==> src/hdl/icache_pkg.sv <==
// ======================================================================
// geometry and shared types for the instruction cache
// associativity is fixed at 4 since the 3-bit LRU tree depends on it
// index and tag widths depend on the set count and are derived per module
// ======================================================================
`default_nettype none

package icache_pkg;

  localparam int ways_c = 4;
  localparam int sets_c = 64;

  localparam int paddr_width_c = 32;
  localparam int dword_width_c = 64;
  localparam int instr_width_c = 32;

  // byte within a doubleword
  localparam int byte_offset_width_c = 3;
  // doubleword within a line
  localparam int word_offset_width_c = 2;
  // 32-byte line
  localparam int block_offset_width_c = byte_offset_width_c + word_offset_width_c;

  typedef logic [1:0] way_t;

  typedef logic [paddr_width_c-1:0] addr_t;

  typedef logic [dword_width_c-1:0] dword_t;

  typedef logic [instr_width_c-1:0] instr_t;

  // doubleword 0 of the line in the low bits
  typedef dword_t [ways_c-1:0] block_t;

  // bit 0 root, bit 1 ways 0/1, bit 2 ways 2/3
  typedef logic [2:0] lru_t;

endpackage

`default_nettype wire

==> src/hdl/icache_if.sv <==
// ======================================================================
// fill_if carries one whole-line write to the tag and data arrays
// lookup_if carries the TV-stage lookup results, registered at the source
// ======================================================================
`timescale 1ns/1ps
`default_nettype none

interface fill_if #(
  parameter int sets_p = icache_pkg::sets_c
) ();

  localparam int index_width_lp = $clog2(sets_p);
  localparam int tag_width_lp =
    icache_pkg::paddr_width_c - icache_pkg::block_offset_width_c - index_width_lp;

  logic                      fill_v;
  logic [index_width_lp-1:0] fill_index;
  icache_pkg::way_t          fill_way;
  logic [tag_width_lp-1:0]   fill_tag;
  icache_pkg::block_t        fill_block;

  modport ctrl (
    output fill_v, fill_index, fill_way, fill_tag, fill_block
  );

  modport array (
    input fill_v, fill_index, fill_way, fill_tag, fill_block
  );

endinterface

interface lookup_if ();

  logic             hit;
  icache_pkg::way_t hit_way;
  logic             invalid_exist;
  icache_pkg::way_t invalid_way;

  modport src (
    output hit, hit_way, invalid_exist, invalid_way
  );

  modport dst (
    input hit, hit_way, invalid_exist, invalid_way
  );

endinterface

`default_nettype wire

==> src/hdl/icache_resolve.sv <==
// ======================================================================
// stage valids, LRU flops, the single outstanding miss and output select
// the missed access is not replayed; the fetch unit refetches after fill
// ======================================================================
`timescale 1ns/1ps
`default_nettype none

module icache_resolve #(
  parameter int sets_p = icache_pkg::sets_c
) (
  input  wire logic                                 clk_i,
  input  wire logic                                 reset_i,
  input  wire logic                                 fetch_v_i,
  input  wire icache_pkg::addr_t                    fetch_addr_i,
  output logic                                      fetch_ready_o,
  output logic                                      fetch_accept_o,
  lookup_if.dst                                     lookup,
  input  wire icache_pkg::dword_t [icache_pkg::ways_c-1:0] block_i,
  fill_if.ctrl                                      fill,
  output logic                                      miss_req_v_o,
  output icache_pkg::addr_t                         miss_req_addr_o,
  input  wire logic                                 miss_req_ready_i,
  input  wire logic                                 fill_v_i,
  input  wire icache_pkg::block_t                   fill_data_i,
  output logic                                      data_v_o,
  output icache_pkg::instr_t                        data_o,
  output logic                                      miss_o
);

  localparam int index_width_lp = $clog2(sets_p);
  localparam int tag_width_lp =
    icache_pkg::paddr_width_c - icache_pkg::block_offset_width_c - index_width_lp;

  typedef enum logic [1:0] {idle_s, req_s, wait_fill_s, fill_s} state_e;

  state_e state_r;

  logic              v_tl_r;
  logic              v_tv_r;
  icache_pkg::addr_t addr_tl_r;
  icache_pkg::addr_t addr_tv_r;
  logic              miss_tv;

  logic [index_width_lp-1:0] index_tv;
  icache_pkg::way_t          word_tv;
  icache_pkg::dword_t        sel_dword;

  icache_pkg::lru_t lru_r [sets_p];
  icache_pkg::addr_t miss_addr_r;
  icache_pkg::way_t  victim_r;
  icache_pkg::block_t fill_block_r;

  function automatic icache_pkg::way_t lru_victim(input icache_pkg::lru_t tree);
    logic child;
    child = tree[0] ? tree[2] : tree[1];
    return {tree[0], child};
  endfunction

  // point the tree away from the way just used
  function automatic icache_pkg::lru_t lru_touch(input icache_pkg::lru_t tree,
                                                 input icache_pkg::way_t way);
    icache_pkg::lru_t upd;
    upd = tree;
    upd[0] = ~way[1];
    if (way[1]) begin
      upd[2] = ~way[0];
    end else begin
      upd[1] = ~way[0];
    end
    return upd;
  endfunction

  assign miss_tv        = v_tv_r && !lookup.hit;
  assign fetch_ready_o  = (state_r == idle_s) && !miss_tv;
  assign fetch_accept_o = fetch_v_i && fetch_ready_o;

  assign index_tv = addr_tv_r[icache_pkg::block_offset_width_c +: index_width_lp];
  assign word_tv  =
    addr_tv_r[icache_pkg::byte_offset_width_c +: icache_pkg::word_offset_width_c];

  always_ff @(posedge clk_i) begin
    if (reset_i) begin
      v_tl_r <= 1'b0;
      v_tv_r <= 1'b0;
    end else begin
      v_tl_r <= fetch_accept_o;
      // a miss squashes whatever sits in TL
      v_tv_r <= v_tl_r && !miss_tv;
    end
  end

  always_ff @(posedge clk_i) begin
    if (fetch_accept_o) begin
      addr_tl_r <= fetch_addr_i;
    end
    if (v_tl_r) begin
      addr_tv_r <= addr_tl_r;
    end
  end

  always_ff @(posedge clk_i) begin
    if (reset_i) begin
      for (int s = 0; s < sets_p; s++) begin
        lru_r[s] <= '0;
      end
    end else if (data_v_o) begin
      lru_r[index_tv] <= lru_touch(lru_r[index_tv], lookup.hit_way);
    end
  end

  always_ff @(posedge clk_i) begin
    if (reset_i) begin
      state_r <= idle_s;
    end else begin
      case (state_r)
        idle_s:      if (miss_tv) state_r <= req_s;
        req_s:       if (miss_req_ready_i) state_r <= wait_fill_s;
        wait_fill_s: if (fill_v_i) state_r <= fill_s;
        default:     state_r <= idle_s;
      endcase
    end
  end

  always_ff @(posedge clk_i) begin
    if ((state_r == idle_s) && miss_tv) begin
      miss_addr_r <= {addr_tv_r[icache_pkg::paddr_width_c-1:icache_pkg::block_offset_width_c],
                      {icache_pkg::block_offset_width_c{1'b0}}};
      // invalid way first, else the tree victim
      victim_r    <= lookup.invalid_exist ? lookup.invalid_way : lru_victim(lru_r[index_tv]);
    end
    if ((state_r == wait_fill_s) && fill_v_i) begin
      fill_block_r <= fill_data_i;
    end
  end

  assign miss_req_v_o    = (state_r == req_s);
  assign miss_req_addr_o = miss_addr_r;

  assign fill.fill_v     = (state_r == fill_s);
  assign fill.fill_index = miss_addr_r[icache_pkg::block_offset_width_c +: index_width_lp];
  assign fill.fill_tag   =
    miss_addr_r[icache_pkg::block_offset_width_c + index_width_lp +: tag_width_lp];
  assign fill.fill_way   = victim_r;
  assign fill.fill_block = fill_block_r;

  assign data_v_o = v_tv_r && lookup.hit;
  assign miss_o   = miss_tv;

  // banks are swizzled, so undo it with the word offset
  assign sel_dword = block_i[lookup.hit_way ^ word_tv];
  assign data_o = addr_tv_r[icache_pkg::byte_offset_width_c-1]
                ? sel_dword[icache_pkg::instr_width_c +: icache_pkg::instr_width_c]
                : sel_dword[icache_pkg::instr_width_c-1:0];

endmodule

`default_nettype wire

==> src/flat_wrapper.sv <==
// flat-port wrapper written by rule: the top's interface ports become plain ports
module icache_resolve_flat 
#(
  parameter int sets_p = icache_pkg::sets_c
)
  (clk_i, reset_i, fetch_v_i, fetch_addr_i, fetch_ready_o, fetch_accept_o, block_i, miss_req_v_o, miss_req_addr_o, miss_req_ready_i, fill_v_i, fill_data_i, data_v_o, data_o, miss_o, lookup_hit, lookup_hit_way, lookup_invalid_exist, lookup_invalid_way, fill_fill_v, fill_fill_index, fill_fill_way, fill_fill_tag, fill_fill_block);
  lookup_if lookup_i ();
  fill_if #(.sets_p(sets_p)) fill_i ();
  input  wire logic clk_i;
  input  wire logic reset_i;
  input  wire logic fetch_v_i;
  input  wire icache_pkg::addr_t fetch_addr_i;
  output logic fetch_ready_o;
  output logic fetch_accept_o;
  input  wire icache_pkg::dword_t [icache_pkg::ways_c-1:0] block_i;
  output logic miss_req_v_o;
  output icache_pkg::addr_t miss_req_addr_o;
  input  wire logic miss_req_ready_i;
  input  wire logic fill_v_i;
  input  wire icache_pkg::block_t fill_data_i;
  output logic data_v_o;
  output icache_pkg::instr_t data_o;
  output logic miss_o;
  input wire logic [$bits(lookup_i.hit)-1:0] lookup_hit;
  input wire logic [$bits(lookup_i.hit_way)-1:0] lookup_hit_way;
  input wire logic [$bits(lookup_i.invalid_exist)-1:0] lookup_invalid_exist;
  input wire logic [$bits(lookup_i.invalid_way)-1:0] lookup_invalid_way;
  output wire logic [$bits(fill_i.fill_v)-1:0] fill_fill_v;
  output wire logic [$bits(fill_i.fill_index)-1:0] fill_fill_index;
  output wire logic [$bits(fill_i.fill_way)-1:0] fill_fill_way;
  output wire logic [$bits(fill_i.fill_tag)-1:0] fill_fill_tag;
  output wire logic [$bits(fill_i.fill_block)-1:0] fill_fill_block;
  assign lookup_i.hit = lookup_hit;
  assign lookup_i.hit_way = lookup_hit_way;
  assign lookup_i.invalid_exist = lookup_invalid_exist;
  assign lookup_i.invalid_way = lookup_invalid_way;
  assign fill_fill_v = fill_i.fill_v;
  assign fill_fill_index = fill_i.fill_index;
  assign fill_fill_way = fill_i.fill_way;
  assign fill_fill_tag = fill_i.fill_tag;
  assign fill_fill_block = fill_i.fill_block;
  icache_resolve #(.sets_p(sets_p)) u_core (.clk_i(clk_i), .reset_i(reset_i), .fetch_v_i(fetch_v_i), .fetch_addr_i(fetch_addr_i), .fetch_ready_o(fetch_ready_o), .fetch_accept_o(fetch_accept_o), .lookup(lookup_i), .block_i(block_i), .fill(fill_i), .miss_req_v_o(miss_req_v_o), .miss_req_addr_o(miss_req_addr_o), .miss_req_ready_i(miss_req_ready_i), .fill_v_i(fill_v_i), .fill_data_i(fill_data_i), .data_v_o(data_v_o), .data_o(data_o), .miss_o(miss_o));
endmodule
==> config.mk <==
export PLATFORM = sky130hd
export DESIGN_NAME = icache_resolve_flat
export DESIGN_NICKNAME = d
export VERILOG_FILES = /design/src/hdl/icache_pkg.sv /design/src/hdl/icache_if.sv /design/src/hdl/icache_resolve.sv /design/src/flat_wrapper.sv
export SDC_FILE = /design/constraint.sdc
export NUM_CORES = 1
export LEC_CHECK = 0
export ABC_CLOCK_PERIOD_IN_PS = 10200
export BUFFER_PORTS_ARGS = -buffer_cell sky130_fd_sc_hd__buf_2
export CORE_AREA = 3 3 348 350
export DETAILED_ROUTE_END_ITERATION = 10
export DIE_AREA = 0 0 351 353
export PLACE_DENSITY = 0.42
export SLEW_MARGIN = 10
export SYNTH_ARGS = -nofsm -noshare
export SYNTH_HDL_FRONTEND = slang
export SYNTH_SLANG_ARGS = --single-unit
export TNS_END_PERCENT = 20
==> constraint.sdc <==
create_clock -name clk_i -period 10.2 [get_ports clk_i]
set_input_delay 0.51 -clock clk_i [delete_from_list [all_inputs] [get_ports clk_i]]
set_output_delay 0.51 -clock clk_i [all_outputs]
set_load 0.03 [all_outputs]
After elaboration in Yosys (flattened, before gate mapping)
Memories as Yosys holds them, arrays and structs flattened. A register that Yosys moved wholly into a read port is not among the register bits.
Index checks and enable logic that the tools add are counted.
Widths: inputs -> output; s select.

storage, ports and cells
  flip-flop bits (word level) = 353
  memory bits (writable) = 192
  memories = 1
  output and inout bits = 355
  logic and storage cells = 58
  bits of input ports = 555

cells by class
  mux-type cells = 24
  reduce and logical (&&, ||, !) cells = 12
  order comparisons = 1
  equal/unequal tests = 6
  bitwise logic cells = 3

memory list
  name          depth  bits a word  rd ports  clocked after memory_dff  write ports  line                  RTL
  u_core.lru_r  64     3            1         1                         64           icache_resolve.sv:48  icache_pkg::lru_t lru_r [sets_p];

operators with widths
  cell                number
  $bmux 64 s2         1
  $mux 64             1
  $mux 32             1
  $mux 1              13
  $mux 6              2
  $mux 2              4
  $logic_and 1x1->1   7
  $pmux 2 s3          1
  $eq 2x2->1 const B  2
  $ne 2x1->1 const B  2
  $lt 2x3->1 const B  1
  $mux 3              1
  $reduce_and 3->1    1
  $reduce_or 3->1     1
  $eq 2x1->1 const B  1
  $logic_not 1->1     2
  $logic_not 2->1     1
  $ne 2x2->1 const B  1
  $not 1->1           2
  $xor 2x2->2         1

Depth between registers and ports, before layout
  depth in word-level cells = 6
  mapped depth = 10
  mapped depth without buffers = 7

Least setup slack after synthesis
Ideal clock, no wire load.

  kind = flip-flop to flip-flop
  start = register u_core.state_r[0]
  end = register u_core.fill_block_r, in the netlist u_core.fill.fill_block[0], enable pin
  data arrival time = 6.402 ns
  clock period less this slack = 7.050 ns
  required time = 9.552 ns
  cell stages (with the launch flop) = 4
  setup slack = 3.150 ns
  setup time = 0.648 ns
  path buffers = 0
  path through = dfxtp_1 inv_1 ha_1 and2_1

between the ends
  longest elaborated chain between the ends = 2

RTL lines
  what                    line                   RTL
  start, declared         icache_resolve.sv:36   state_e state_r;
  start signal, assigned  icache_resolve.sv:113  state_r <= idle_s;
  start signal, assigned  icache_resolve.sv:116  idle_s: if (miss_tv) state_r <= req_s;
  start signal, assigned  icache_resolve.sv:117  req_s: if (miss_req_ready_i) state_r <= wait_fill_s;
  $eq 2x2->1              icache_resolve.sv:131  if ((state_r == wait_fill_s) && fill_v_i) begin
  $logic_and 1x1->1       icache_resolve.sv:131
  end signal, assigned    icache_resolve.sv:132  fill_block_r <= fill_data_i;
  end, declared           icache_resolve.sv:51   icache_pkg::block_t fill_block_r;

No other way between the ends.
A chain may end at the register's enable or synchronous reset.

==> results.txt <==
----------------------------------------------------
[Run status]
  Status ... completed

[Timing]
  Unrepaired setup endpoints after global routing ... no
  Minimum clock period after layout ... 4.073 ns
  Worst slew margin ... 21.64%
  Max-slew violation total from the final report ... 0
  Slew at the pin with the worst max-slew slack ... 1.169 ns
  Post-Route Skew ... 0.04821 ns
  Final setup violation count ... 0
  Post-route fraction of the period consumed by the critical path ... 39.93%
  F_max ... 245.5 MHz
  Final number of hold-violating endpoints ... 0
  Setup tns final ... 0 ns

[Hold path]
  Path class of the lowest-slack min-delay path ... in2reg
  Worst Hold Launch ... fill_data_i[81]
  Worst Hold End ... u_core.fill.fill_block[81]$_DFFE_PP_
  Worst hold path stage count ... 1

[Global routing]
  Number of antenna violations at the first check in global routing ... 59
  Maximum number of pins on one net before global-route repair ... 168
  Wire length of the first global-routing pass ... 125.1 mm
  Via count of the first global-routing pass ... 16420
  Gr ovfl total ... 0
  Combined global-route utilization of all metal layers ... 14.33%

[Worst setup path]
  Critical Path AT ... 4.41 ns
  CP Capture Type ... flop
  CP most frequent cell ... buf_4
  Slowest stage delay, CP ... 0.65 ns
  Startpoint kind of the worst setup timing path ... flop
  Class of the most critical setup path ... reg2reg
  Flop-to-flop setup slack ... 6.13 ns
  Chain of cells forming the critical path ... buf_4 > mux4_2 > mux2i_1 > a32oi_1 > a311o_1 > o21ai_4 > buf_4 > nor2_1
  Endpoint required time on the critical path ... 10.54 ns
  Biggest fanout along the worst timing path ... 43
  Slowest stage cell on the critical path ... buf_4
  R2R Path End ... u_core.lru_r[22][2]$_SDFFCE_PN0P_
  Length in cells of the worst reg-to-reg path ... 8

[Clocking]
  TritonCTS clock tree ... done
  CTS Buf Count ... 66
  Resized cells post-CTS ... 0
  Clock root cell ... clkbuf_16
  Insertion delay to the later sink of the worst-skew pair ... 0.63 ns
  Post-CTS Setup Bufs ... 0
  Clock-pin slew on the worst setup and hold paths ... 0.06 ns
  Post-CTS Hold Fix Bufs ... 0
  Maximum root-to-sink buffer count ... 3
  Number of sinks handled by clock tree synthesis ... 547
  Total number of H-tree levels ... 3

[Routing]
  Total number of vias ... 14980
  Routed WL per cell ... 24.53 um
  Number of design-rule violations left by the first detailed-router iteration ... 997
  DRC errors left ... 0
  Total wire length ... 91.90 mm
  DR pass1 iterations ... 5
  Number of nets still failing antenna checks after routing ... 0
  Via/cell ratio ... 3.998

[Power]
  Sequential Power Share ... 44.0%
  Leakage power ... 11.71 nW
  NetSw ... 0.001729 W
  Fraction of power spent switching nets ... 28.28%
  Total internal power ... 0.004385 W
  Power share of the combinational group ... 18.1%
  Clock network fraction of total power ... 37.9%
  Final total power ... 0.006113 W
  Cell area power density ... 201.9 mW/mm^2
  Worst vdd ir ... 130.5 uV

[Floorplan]
  Die Wd ... 351 um
  Die area ... 0.1239 mm^2
  Cell row count ... 126
  Boundary Pins ... 910
  Effective utilization at floorplan ... 18.65%
  Vertical die dimension ... 353 um
  Area of the core region ... 0.1181 mm^2

[Synthesis]
  YS warnings ... 0
  Distinct cell type count of the synthesized netlist ... 40
  Post-synthesis sequential area ratio ... 74.14%
  Synthesized instance count ... 1246
  Dominant synthesized flop cell ... edfxtp_1
  Area of the mapped netlist ... 0.02202 mm^2
  Mean instance size in the synthesized netlist ... 17.67 um^2
  Area contributors post-synth ... edfxtp_1, mux4_2, nor2_1
  Number of synthesized flops with an enable pin ... 537
  Proportion of register bits with asynchronous set or reset after synthesis ... 0%
  Library cell with the largest summed area after synthesis ... edfxtp_1
  Top post-synthesis cells by count ... edfxtp_1, nor2_1, mux4_2, nand2_1, nand2b_1
  Most frequent cell after synthesis ... edfxtp_1
  Top cell type's share of synthesized area ... 73.23%
  Flop and latch count out of synthesis ... 547

[Place]
  Weighted congestion at the end of routability-driven global placement ... 0.8614
  Half-perimeter wire length of the detailed placement result ... 72.88 mm
  Area of placed instances ... 0.02810 mm^2
  DP Cell Count ... 3608
  I/O Buffers ... 902

[Final layout]
  Count of placed standard cells in the final layout, fillers left out ... 3746
  Fraction of final layout cells sized beyond drive strength 1 ... 53.95%
  Number of nets at the end of the flow ... 2700
  Cell area after layout ... 0.03027 mm^2
  Synth-to-Final Area Change ... 37.47%

[Flow run]
  Count of maximum capacitance violations ... 0

----------------------------------------------------
-- worst max-delay path: cells and delay by family (launching register included) --
kind,cells,cell delay (ns)
buffers and inverters,2,1.28
AOI/OAI and AO/OA,3,1.16
muxes,2,0.84
DFF,1,0.33
and+or+nand+nor,1,0.08
-- power groups by stage --
stage          sequential (W)  clock, W  combinational (W)
2_1_floorplan         0.00280         0           0.000637
3_3_place_gp          0.00274         0            0.00113
3_5_place_dp          0.00274         0            0.00113
4_1_cts               0.00269   0.00240            0.00114
5_1_grt               0.00270   0.00249            0.00118
6_report              0.00269   0.00232            0.00110
-- state kept, by name, indices dropped and copies added, names as in the netlist, 2 cells and up, named ones only --
name,count
u_core.fill.fill_block,256
u_core.lru_r,192
u_core.addr_tl_r,30
u_core.addr_tv_r,30
u_core.miss_req_addr_o,27
u_core.fill.fill_way,2
u_core.state_r,2
-- logic make-up after synthesis --
| group | share of synthesized area (%) |
|---|---|
| AOI/OAI and AO/OA | 0.7955 |
| xor gates and xnor gates | 0.07956 |
| adders and majority gates | 0.2841 |
| buffers and inverters | 2.818 |
| DFF | 74.14 |
| muxes | 13.82 |
| other | 0.01703 |
| and+or+nand+nor | 8.045 |
-- per-stage QoR --
stage                     utilization (%)  hold slack (ns)  setup WS, ns
after floorplan                         -           0.4003         3.150
after global placement              23.79           0.4017         6.108
after detailed placement            23.79           0.4045         6.087
after CTS                           25.60         0.002096         6.096
after global routing                25.61          0.02444         5.816
final                               25.64          0.06630         6.127
-- final cells by class --
class | count | area [um^2]
Fill cell | 12270 | 87810
Sequential cell | 547 | 16330
Multi-Input combinational cell | 595 | 5139
Timing Repair Buffer | 921 | 4672
Tap cell | 1536 | 1922
Clock buffer | 90 | 1792
Clock inverter | 29 | 336.6
Antenna cell | 19 | 47.55
Inverter | 9 | 33.78
-- worst max path at each step --
| stage | to | slack, ns | cells after the start |
|---|---|---|---|
| 6_report | u_core.lru_r[22][2]$_SDFFCE_PN0P_ | 6.13 | 8 |
| 5_1_grt | u_core.lru_r[56][2]$_SDFFCE_PN0P_ | 5.82 | 8 |
| 4_1_cts | u_core.lru_r[56][2]$_SDFFCE_PN0P_ | 6.10 | 8 |
| 3_5_place_dp | u_core.lru_r[56][2]$_SDFFCE_PN0P_ | 6.09 | 8 |
| 3_3_place_gp | u_core.lru_r[24][2]$_SDFFCE_PN0P_ | 6.11 | 8 |
| 2_1_floorplan | u_core.fill.fill_block[0]$_DFFE_PP_ | 3.15 | 3 |
-- layout by cell type (no fill, tap or decap), types with 6 or more instances in the layout --
cell,synthesis,routed
buf_4,35,19
nand2_1,80,80
edfxtp_1,537,537
inv_1,8,8
clkinv_1,1,6
clkbuf_16,0,66
buf_2,19,901
clkbuf_1,30,19
dfxtp_1,10,8
o22ai_1,8,8
diode_2,0,19
nor2_1,212,212
mux2_2,41,40
nand2b_1,72,72
nand3_1,6,6
mux4_2,112,112
mux2i_1,6,6
clkinv_2,0,10
-- per-layer routing --
layer	track usage, %	routed length (um)	vias up
met5	0	174	-
met3	3.943	7196	184
met2	29.03	53270	806
met1	13.16	28370	7420
met4	5.501	2888	28
li1	-	-	6538
No activity file was read; power rests on OpenSTA's default activity.
